$ cat config.mk
export PLATFORM = sky130hd
export DESIGN_NAME = instruction_decode
export DESIGN_NICKNAME = d
export VERILOG_FILES = /design/src/cpu_pkg.sv /design/src/instruction_decode.sv
export VERILOG_INCLUDE_DIRS = /design/src /design/src/src
export SDC_FILE = /design/constraint.sdc
export NUM_CORES = 1
export LEC_CHECK = 0
export ABC_AREA = 1
export BUFFER_PORTS_ARGS = -buffer_cell sky130_fd_sc_hd__buf_2
export CAP_MARGIN = 10
export CORE_UTILIZATION = 27
export DETAILED_ROUTE_END_ITERATION = 10
export GPL_ROUTABILITY_DRIVEN = 0
export PLACE_DENSITY = 0.81
export SLEW_MARGIN = 25
export SYNTH_ARGS = -nofsm -noshare
export SYNTH_HDL_FRONTEND = slang
export SYNTH_SLANG_ARGS = --single-unit
export TNS_END_PERCENT = 50
$ cat constraint.sdc
create_clock -name vclk -period 0.8
set_input_delay 0.04 -clock vclk [all_inputs]
set_output_delay 0.04 -clock vclk [all_outputs]
set_load 0.01 [all_outputs]
$ cat src/cpu_config.svh
`ifndef CPU_CONFIG_SVH
`define CPU_CONFIG_SVH

// Build-time sizing of the teaching core

// Instruction words in program storage, sets the pc width
`define CPU_IMEM_DEPTH 64

// General purpose registers, sets the register index width
`define CPU_REG_COUNT 32

// Datapath width of registers, ALU and displays
`define CPU_WORD_WIDTH 32

`endif

$ cat src/cpu_pkg.sv
package cpu_pkg;

	`include "cpu_config.svh"

	localparam int word_width = `CPU_WORD_WIDTH; // Datapath width
	localparam int pc_width = $clog2(`CPU_IMEM_DEPTH); // Word address bits
	localparam int reg_idx_width = $clog2(`CPU_REG_COUNT); // Register index bits

	typedef logic [word_width-1:0] word_t; // Register and bus word
	typedef logic [pc_width-1:0] pc_t; // Instruction word address
	typedef logic [reg_idx_width-1:0] reg_idx_t; // Register index
	typedef logic [15:0] imm_t; // Immediate field

	// Opcode field, bits 31:26 of the instruction
	typedef enum logic [5:0] {
		OP_NOP  = 6'b000000,
		OP_ADD  = 6'b000001, // rd = rs + rt
		OP_ADDI = 6'b000010, // rt = rs + sext(imm)
		OP_SUB  = 6'b000011, // rd = rs - rt
		OP_LI   = 6'b010100, // rt = zext(imm)
		OP_IN   = 6'b100000, // rt = in_data
		OP_OUT  = 6'b100001, // display[rd] = rt
		OP_JUMP = 6'b100101, // Absolute target in imm
		OP_BNE  = 6'b100111,
		OP_BEQ  = 6'b101000,
		OP_HALT = 6'b111111
	} opcode_t;

	// Decoder output, fields plus control flags
	typedef struct packed {
		opcode_t opcode;
		reg_idx_t rs;
		reg_idx_t rt;
		reg_idx_t rd;
		imm_t immediate;
		reg_idx_t dest; // rd for R-type, rt for immediate forms
		logic reg_write; // Instruction writes dest
		logic is_in; // Write-back from input port
		logic is_out; // Display update
		logic is_branch; // Conditional branch
		logic branch_on_equal; // BEQ when set, BNE when clear
		logic is_jump; // Unconditional jump
		logic is_halt; // Stops the core
	} decoded_instr_t;

	// Execute stage output
	typedef struct packed {
		word_t alu_value; // Sum or difference
		pc_t next_pc; // Target or pc+1
		logic branch_taken; // Condition held
	} exec_result_t;

	// Three output display words
	typedef struct packed {
		word_t d0;
		word_t d1;
		word_t d2;
	} display_set_t;

endpackage

$ cat src/instruction_decode.sv
`timescale 1ns/1ns

// Field extraction and control flag generation
module instruction_decode
	import cpu_pkg::*;
(
	input  word_t          instruction, // Fetched word
	output decoded_instr_t decoded // Fields and flags
);

	always_comb begin
		// Raw fields, same positions for every format
		decoded.opcode = opcode_t'(instruction[31:26]);
		decoded.rs = instruction[25:21];
		decoded.rt = instruction[20:16];
		decoded.rd = instruction[15:11];
		decoded.immediate = instruction[15:0];

		// Defaults behave as NOP
		decoded.dest = '0;
		decoded.reg_write = 1'b0;
		decoded.is_in = 1'b0;
		decoded.is_out = 1'b0;
		decoded.is_branch = 1'b0;
		decoded.branch_on_equal = 1'b0;
		decoded.is_jump = 1'b0;
		decoded.is_halt = 1'b0;

		case (decoded.opcode)
			OP_ADD, OP_SUB: begin
				decoded.dest = decoded.rd; // Three-register form
				decoded.reg_write = 1'b1;
			end
			OP_ADDI, OP_LI: begin
				decoded.dest = decoded.rt; // Immediate form
				decoded.reg_write = 1'b1;
			end
			OP_IN: begin
				decoded.dest = decoded.rt;
				decoded.reg_write = 1'b1;
				decoded.is_in = 1'b1; // Value from in_data
			end
			OP_OUT: begin
				decoded.is_out = 1'b1; // Selector in rd
			end
			OP_BEQ: begin
				decoded.is_branch = 1'b1;
				decoded.branch_on_equal = 1'b1;
			end
			OP_BNE: begin
				decoded.is_branch = 1'b1;
			end
			OP_JUMP: begin
				decoded.is_jump = 1'b1;
			end
			OP_HALT: begin
				decoded.is_halt = 1'b1;
			end
			default: begin
				// NOP and unknown codes keep all flags clear
			end
		endcase
	end

endmodule

* Word-level counts from Yosys, hierarchy flattened
Cells that the tools add are included.
** Cells by class
- Multiplexer cells :: 7
- Reductions and logical operators :: 3
- Equal/unequal tests :: 10
** Operators with widths (count)
- 6-bit == test, second input constant :: 6
- 6-bit by 2-bit == test with 1-bit output, second input constant :: 2
- 6-bit case mux with 2 select lines :: 1
- 6-bit by 1-bit == test with 1-bit output, second input constant :: 1
- 6-bit by 5-bit == test with 1-bit output, second input constant :: 1
- 1-bit 2-to-1 mux :: 6
- 2-bit OR reduction :: 2
- 3-bit OR reduction :: 1
** Storage, ports and cells
- Register bits :: 0

* Longest topological paths before layout
Gate-level depths: netlist of the first run.
- Depth after elaboration :: 3
- Gate-level depth with buffers :: 6
- Gate-level depth less buffers :: 6

* Worst setup path after synthesis of the first run
OpenSTA, ideal clock, no wires.
- Kind :: input to output
- Start :: input instruction[26]
- End :: output decoded[10] in the netlist's numbering
- Path buffers :: 0
- Cell stages on the path :: 5
- Slack :: 0.228 ns
- Arrival time :: 0.532 ns
- Required time :: 0.760 ns
- Cell sequence :: nor2_2 -> nand3_1 -> nand3_2 -> nand2_1 -> nand2_1
** RTL lines
- start: declaration :: line instruction_decode.sv:7 : input word_t instruction,
- end: declaration :: line instruction_decode.sv:8 : output decoded_instr_t decoded

==> metrics.md, run 1 <==
| Metric | Value |
|---|---|
| Outcome | finished, violations left |
| Failing checks | setup timing |
| Setup violations, final | 6 |
| WL/cell | 10.12 um |
| Slew Limit Fails | 0 |
| Pwr/cell area | 439.2 mW/mm2 |
| Share of layout cells above drive strength 1 | 0.7264 |
| Final hold vios | 0 |
| # nets final | 140 |
| Pin count of the biggest net entering global routing | 6 |
| Final min period | 843.9 ps |
| Chip height | 44.79 um |
| First-pass GRT wire length | 1945 um |
| Worst Path Max Fanout | 5 |
| Slew of the pin with the lowest slew margin | 145.6 ps |
| Gate Count Post-Synth | 82 |
| Cts hold-fix bufs | 0 |
| RSZ-0062 raised after global routing | yes |
| Leading cell types by count after synthesis | 37 x buf_4, 18 x nand2_1, 7 x inv_1 |
| Count leader, synth | buf_4 |
| Switching Fraction | 0.5051 |
| Total grt overflow | 0 |
| Util after Layout | 0.3971 |
| Most Frequent Cell on Critical Path | nand2_1 |
| ANT cells | 0 |
| Met1 Wirelength | 443 um |
| Rows | 15 |
| Synthesized area per cell | 6.027 um2 |
| Total power | 301.2 uW |
| Syn nets | 114 |
| Sequential-to-total area share from yosys stat | 0 |
| Met3 routed WL | 101 um |
| Tcrit/Tclk final | 1.055 |
| Ports | 81 |
| Clock power frac | 0 |
| Setup ws final | -43.86 ps |
| Total GRT Usage | 0.1261 |
| Die Wd | 44.79 um |
| Vias in the first global route | 449 |
| Area contributors post-synth | buf_4 56%, nand2_1 14%, inv_1 5.3%, nor2_4 4.6%, nand3_2 4.1% |
| Warnings, synthesis | 0 |
| Count of cell types in the netlist | 12 |
| Min-Delay Endpoint | decoded[14] |
| Leakage | 0.4317 nW |
| Peak supply drop | 0.1517 mV |
| DR vias | 536 |
| Post-DP Area | 560.5 um2 |
| Die Area | 0.002006 mm2 |
| Drt pass-1 iters | 4 |
| Post-Route WL | 1326 um |
| Register Area | 0 um2 |
| WL met2 | 748 um |
| Max-Slew Margin vs Limit | 0.9022 |
| Arr. time, crit path | 800 ps |
| Core ar. | 0.001727 mm2 |
| Syn Std Cell Area | 494.2 um2 |
| Buffers added on ports | 49 |
| Detailed Place HPWL | 999.9 um |
| Worst-case hold slack | 80.00 ps |
| Seq Cell Count | 0 |
| Hold depth | 0 |
| Worst setup path class | in -> out |
| Uppermost layer routed | met4 |
| Critical path, cell by cell | buf_8 -> nor2_4 -> nand3_2 -> nand3_4 -> nand2_1 -> nand2_1 -> buf_2 |
| Crit. End Element | output pin |
| Initial antenna violation count | 0 |
| Reg power frac | 0 |
| Yosys top cell by area | buf_4 |
| CP startpoint kind | input port |
| Fmax | 1.185 GHz |
| Fin cells | 131 |
| Hold Crit Start | instruction[2] |
| Setup TNS | -190.6 ps |
| Syn-to-layout area delta | 38.73% |
| Max-capacitance violation count | 0 |
| Share of the synthesized area in the top cell type | 0.5620 |
| Combinational fraction of design power | 1.000 |
| Cell area after layout | 685.7 um2 |
| DR vias/cell | 4.092 |
| CP max-delay cell | nor2_4 |
| Hold Crit Class | in -> out |
| DRC | 0 |
| Internal power | 149.1 uW |
| Initial drt markers | 5 |
| Clock buffer count | 0 |
| Pre-CTS setup slack | -118.2 ps |
| Slowest stage delay, CP | 160 ps |
| Starting Density | 0.2862 |
| Dpl cells | 128 |
| Sw power | 152.1 uW |
| Post-route ant nets | 0 |
| Critical path data required time | 760 ps |
==> per-layer routing <==
layer / GRT usage / up-vias
met5: 0 / -
met4: 0.04848 / 0
met3: 0.008000 / 12
met2: 0.2471 / 24
met1: 0.1398 / 234
li1: - / 266
==> how the worst max path moves through the flow <==
stage | depth (start not counted) | endpoint | slack, ps | from
2_1_floorplan | 5 | decoded[10] | 230 | instruction[26]
3_3_place_gp | 7 | decoded[11] | -70 | instruction[26]
3_5_place_dp | 7 | decoded[8] | -120 | instruction[30]
4_1_cts | 7 | decoded[8] | -30 | instruction[28]
5_1_grt | 7 | decoded[10] | -100 | instruction[28]
6_report | 7 | decoded[8] | -40 | instruction[28]
==> cells by family (layout without fill, tap and decap cells) <==
group                  count (synthesis)  count (layout)  synth area share
AOI/OAI and AO/OA                      1               1           0.01012
buffers and inverters                 45              69            0.6228
and+or+nand+nor                       36              36            0.3671
==> worst max-delay path: cells and delay by family <==
kind          cells  cell delay [ps]
buf+inv           2              230
simple gates      5              530
==> placed cells by master (no fill, tap or decap) <==
cell type and n:
nand2_1 18, inv_1 5, nand3_2 4, nor3_2 1
buf_6 6, nor3_1 1, buf_4 10, nand4_1 3
inv_2 3, o21ai_1 1, nor2_1 1, buf_2 43
nor2_4 5, nand3_4 1, nor2_2 2, buf_8 2
==> repair_timing <==
action                                  4_1_cts  5_1_grt
pin swaps                                    11        2
hold endpoints to repair                      0        0
setup buffers                                 3        0
resized for setup                            28        1
endpoints found under the setup margin        9       10
==> cell type report <==
class / instances / area [um2]
inverters: 8 / 30.03
fillers: 190 / 1041
multi-input cells: 37 / 236.5
repair buffers: 61 / 387.9
well taps: 25 / 31.28
==> power by group through the flow <==
| stage | Sequential [mW] | Combinational (mW) | Clock, mW |
|---|---|---|---|
| 5_1_grt | 0 | 0.326 | 0 |
| 4_1_cts | 0 | 0.298 | 0 |
| 3_3_place_gp | 0 | 0.240 | 0 |
| 3_5_place_dp | 0 | 0.245 | 0 |
| 6_report | 0 | 0.301 | 0 |
| 2_1_floorplan | 0 | 0.241 | 0 |
Power figures use the tool's default switching activity.
==> run 2, diff against run 1 <==
CORE_UTILIZATION = 30   (was 27)
PLACE_DENSITY = 0.86   (was 0.81)
clock period = 0.95 ns   (was 0.8 ns; I/O delays follow)
==> run 2 against run 1 <==
Against the previous run:
- the flow now finishes without violations
- die area decreased by 9.6%
- combinational power decreased by 33%
- worst hold slack better by 15 ps
- wire length down 12%
- count of clock-buffer cells in the layout stayed put
- largest power group unchanged
- global-route usage fell by 2.3 points
- via count is 11% lower
==> metrics.md, run 2 (same netlist as run 1, synthesis figures left out) <==
| Metric | Value |
|---|---|
| Outcome | complete, no violations |
| Fmax | 1.128 GHz |
| Total grt overflow | 0 |
| Starting Density | 0.3243 |
| Final min period | 886.3 ps |
| Most frequent cells in the layout | 46 x buf_2, 18 x nand2_1, 5 x inv_1 |
| Ports | 81 |
| Cell area after layout | 534.3 um2 |
| Peak supply drop | 0.1363 mV |
| Hold Crit Class | in -> out |
| Total power | 201.7 uW |
| Detailed Place HPWL | 1003 um |
| Register Area | 0 um2 |
| Crit. End Element | output pin |
| WL/cell | 10.65 um |
| Cts hold-fix bufs | 0 |
| Post-DP Area | 481.7 um2 |
| Tcrit/Tclk final | 0.9329 |
| Worst setup path class | in -> out |
| DRC | 0 |
| CP top delay family | simple AND/OR/NAND/NOR gates |
| Commonest non-fill, non-tap cell in the layout | buf_2 |
| Die Wd | 42.59 um |
| Clock buffer count | 0 |
| Most Frequent Cell on Critical Path | nand2_1 |
| Arr. time, crit path | 840 ps |
| CP startpoint kind | input port |
| Seq Cell Count | 0 |
| First-pass GRT wire length | 1504 um |
| Post-route ant nets | 0 |
| Max-Slew Margin vs Limit | 0.8826 |
| Dpl cells | 110 |
| # nets final | 128 |
| Critical path data required time | 900 ps |
| ANT cells | 0 |
| Drt pass-1 iters | 4 |
| Rows | 14 |
| DR vias | 478 |
| Initial drt markers | 2 |
| Hold Crit Start | instruction[0] |
| Setup violations, final | 0 |
| Worst Path Max Fanout | 6 |
| Share of layout cells above drive strength 1 | 0.6702 |
| Die Area | 0.001814 mm2 |
| Slowest stage delay, CP | 170 ps |
| Fillers | 162 |
| Slew Limit Fails | 0 |
| DR vias/cell | 4.345 |
| Chip height | 42.59 um |
| Final hold vios | 0 |
| Core ar. | 0.001524 mm2 |
| Fin cells | 110 |
| Syn-to-layout area delta | 8.101% |
| CP max-delay cell | nor2_4 |
| Leakage | 0.3561 nW |
| Pin count of the biggest net entering global routing | 7 |
| Pwr/cell area | 377.5 mW/mm2 |
| CP bufs+invs | 2 |
| Slew of the pin with the lowest slew margin | 175.6 ps |
| Buffers added on ports | 49 |
| Critical path, cell by cell | clkbuf_4 -> nor2_4 -> nand3_2 -> nand3_4 -> nand2_1 -> nand2_1 -> buf_2 |
| Vias in the first global route | 364 |
| Crit. Startpoint | instruction[27] |
| Initial antenna violation count | 0 |
| Max-capacitance violation count | 0 |
| Total GRT Usage | 0.1029 |
| Post-Route WL | 1171 um |
-- run 2: cell count changes in the layout (fill, tap and decap cells not counted), moves of 2 or more --
cell / change
buf_2: +3
buf_8: -2
clkbuf_4: +2
buf_6: -6
buf_4: -9
-- run 2: worst paths after layout --
path           to  slack [ps]  depth (start not counted)
min   decoded[12]         100                          0
max    decoded[7]          60                          7
-- run 2: where the power goes --
group | total [mW] | internal, mW | switching (mW)
sequential | 0 | 0 | 0
combinational | 0.202 | 0.0832 | 0.119
clock | 0 | 0 | 0
-- run 2: final cells by class --
| cell class | instances | area (um2) | area share |
|---|---|---|---|
| multi-input cells | 37 | 231.5 | 0.4333 |
| inverters | 8 | 30.03 | 0.05621 |
| repair buffers | 49 | 252.7 | 0.4731 |
| well taps | 16 | 20.02 | 0.03747 |
-- run 2: metrics by stage --
stage,hold WS [ps],setup slack (ps),utilization,setup TNS [ps]
after floorplan,145.7,363.3,-,0
after global placement,95.07,53.24,0.3161,0
after detailed placement,95.07,24.77,0.3161,0
after CTS,95.07,23.28,0.3161,0
after global routing,95.02,-16.58,0.3506,-21.23
final,95.00,63.70,0.3506,0
-- run 2: timing repair --
action	in CTS	in global routing
endpoints found under the setup margin	0	5
gates resized for setup	0	14
hold endpoints to repair	0	0
setup buffers	0	0
-- run 2: layer usage --
layer	GRT usage	vias to the layer above	wire (um)
li1	-	243	-
met1	0.08718	201	355
met2	0.2400	32	705
met3	0.01293	2	106
met4	0.01250	0	4
met5	0	-	0
==> run 3, diff against run 2 <==
CAP_MARGIN = 20   (was 10)
GPL_TIMING_DRIVEN = 0   (was unset)
SETUP_SLACK_MARGIN = 0.1   (was unset)
==> run 3 against run 2 <==
Against the previous run:
- worst hold slack gained 180 ps
- count of clock-buffer cells in the layout is the same
- cell count grew 54%
- die area is the same
- critical endpoint is now decoded[10]
- sequential share of layout area is the same
- flip-flop and latch count is the same
==> metrics.md, run 3 (same netlist as run 1, synthesis figures left out) <==
| Metric | Value |
|---|---|
| Outcome | complete, no violations |
| Drt pass-1 iters | 4 |
| Clock buffer count | 0 |
| DRC | 0 |
| Initial drt markers | 7 |
| Post-route ant nets | 0 |
| # nets final | 187 |
| First-pass GRT wire length | 2594 um |
| Share of layout cells above drive strength 1 | 0.8039 |
| Die Wd | 42.59 um |
| Setup violations, final | 0 |
| Syn-to-layout area delta | 97.22% |
| Initial antenna violation count | 0 |
| Slew of the pin with the lowest slew margin | 166.1 ps |
| Leakage | 0.6406 nW |
| Seq Cell Count | 0 |
| Fmax | 1.137 GHz |
| Crit. End Element | output pin |
| Max-Slew Margin vs Limit | 0.8890 |
| Hold Crit Class | in -> out |
| Setup TNS | 0 ps |
| ANT cells | 0 |
| Most frequent cells in the layout | 59 x buf_2, 43 x buf_4, 16 x nand2_1 |
| Peak supply drop | 0.2399 mV |
| Core ar. | 0.001524 mm2 |
| RSZ-0062 raised after global routing | yes |
| Util after Layout | 0.6396 |
| Dpl cells | 163 |
| Tcrit/Tclk final | 0.9256 |
| Die Area | 0.001814 mm2 |
| Chip height | 42.59 um |
| Starting Density | 0.3243 |
| Commonest non-fill, non-tap cell in the layout | buf_2 |
| CP max-delay cell | nor2_4 |
| Worst setup path class | in -> out |
| Worst Path Max Fanout | 5 |
| Ports | 81 |
| Post-Route WL | 1738 um |
| Critical path, cell by cell | buf_6 -> nor2_4 -> nand3_2 -> nand3_4 -> nand2_2 -> nand2_1 -> buf_2 |
| Slowest stage delay, CP | 170 ps |
| DR vias | 723 |
| Rows | 14 |
| Detailed Place HPWL | 1286 um |
| Total GRT Usage | 0.1777 |
| Register Area | 0 um2 |
| Pwr/cell area | 412.4 mW/mm2 |
| Pin count of the biggest net entering global routing | 7 |
| Final hold vios | 0 |
| Arr. time, crit path | 830 ps |
| Max-capacitance violation count | 0 |
| Slew Limit Fails | 0 |
| Buffers added on ports | 65 |
| Final min period | 879.3 ps |
| Critical path data required time | 900 ps |
| Fillers | 121 |
| DR vias/cell | 4.278 |
| WL/cell | 10.28 um |
| Vias in the first global route | 626 |
| Fin cells | 169 |
| CP startpoint kind | input port |
| Total grt overflow | 0 |
-- run 3: cell types whose count changed in the layout (fill, tap and decap cells not counted), moves of 2 or more --
cell / change
buf_2: +13
buf_4: +42
buf_6: +4
buf_8: +2
clkbuf_4: -2
nand2_1: -2
nand2_2: +2
nor2_2: -2
-- run 3: cell type report --
cell class                      instances  area [um2]  share of cell area
Inverter                                8       30.03             0.03081
Multi-Input combinational cell         37       231.5              0.2375
Timing Repair Buffer                   71       415.4              0.4262
Tap cell                               16       20.02             0.02054
Buffer                                 37       277.8              0.2850
-- run 3: worst paths after layout --
| kind | start | end | slack, ps | cells after the start |
|---|---|---|---|---|
| hold / removal | instruction[4] | decoded[16] | 280 | 2 |
| setup / recovery | instruction[28] | decoded[10] | 70 | 7 |
-- run 3: routing by layer --
| layer | up-vias | part of all wire | global-route usage |
|---|---|---|---|
| li1 | 362 | - | - |
| met1 | 315 | 0.34 | 0.1821 |
| met2 | 44 | 0.57 | 0.3877 |
| met3 | 2 | 0.086 | 0.01293 |
| met4 | 0 | 0.0046 | 0.01250 |
| met5 | - | 0 | 0 |
-- run 3: metrics by stage --
step | instance area (um2) | hold slack, ps | worst slack (ps) | total power [mW]
after floorplan | 494.2 | 145.7 | 363.3 | 0.2028
after global placement | 839.6 | 279.0 | 55.04 | 0.3430
after detailed placement | 839.6 | 278.3 | 16.53 | 0.3477
after CTS | 974.7 | 278.7 | 102.0 | 0.3977
after global routing | 974.7 | 281.5 | 15.52 | 0.4282
final | 974.7 | 277.6 | 70.66 | 0.4020
-- run 3: what timing repair did --
| item | CTS | global route |
|---|---|---|
| cloned | 0 | 0 |
| gates resized for setup | 26 | 0 |
| pin swaps | 9 | 0 |
| setup buffers | 6 | 0 |
| hold buffers | 0 | 0 |
| setup endpoints to repair | 5 | 9 |
-- run 3: report_power, final --
| part | switching [mW] | total [mW] | leakage, nW | internal, mW |
|---|---|---|---|---|
| combinational | 0.174 | 0.402 | 0.641 | 0.228 |
| sequential | 0 | 0 | 0 | 0 |
| clock | 0 | 0 | 0 | 0 |
-- run 3: worst max-delay path: cells and delay by family --
family | cells | cell delay (ps)
simple gates | 5 | 540
buf+inv | 2 | 230
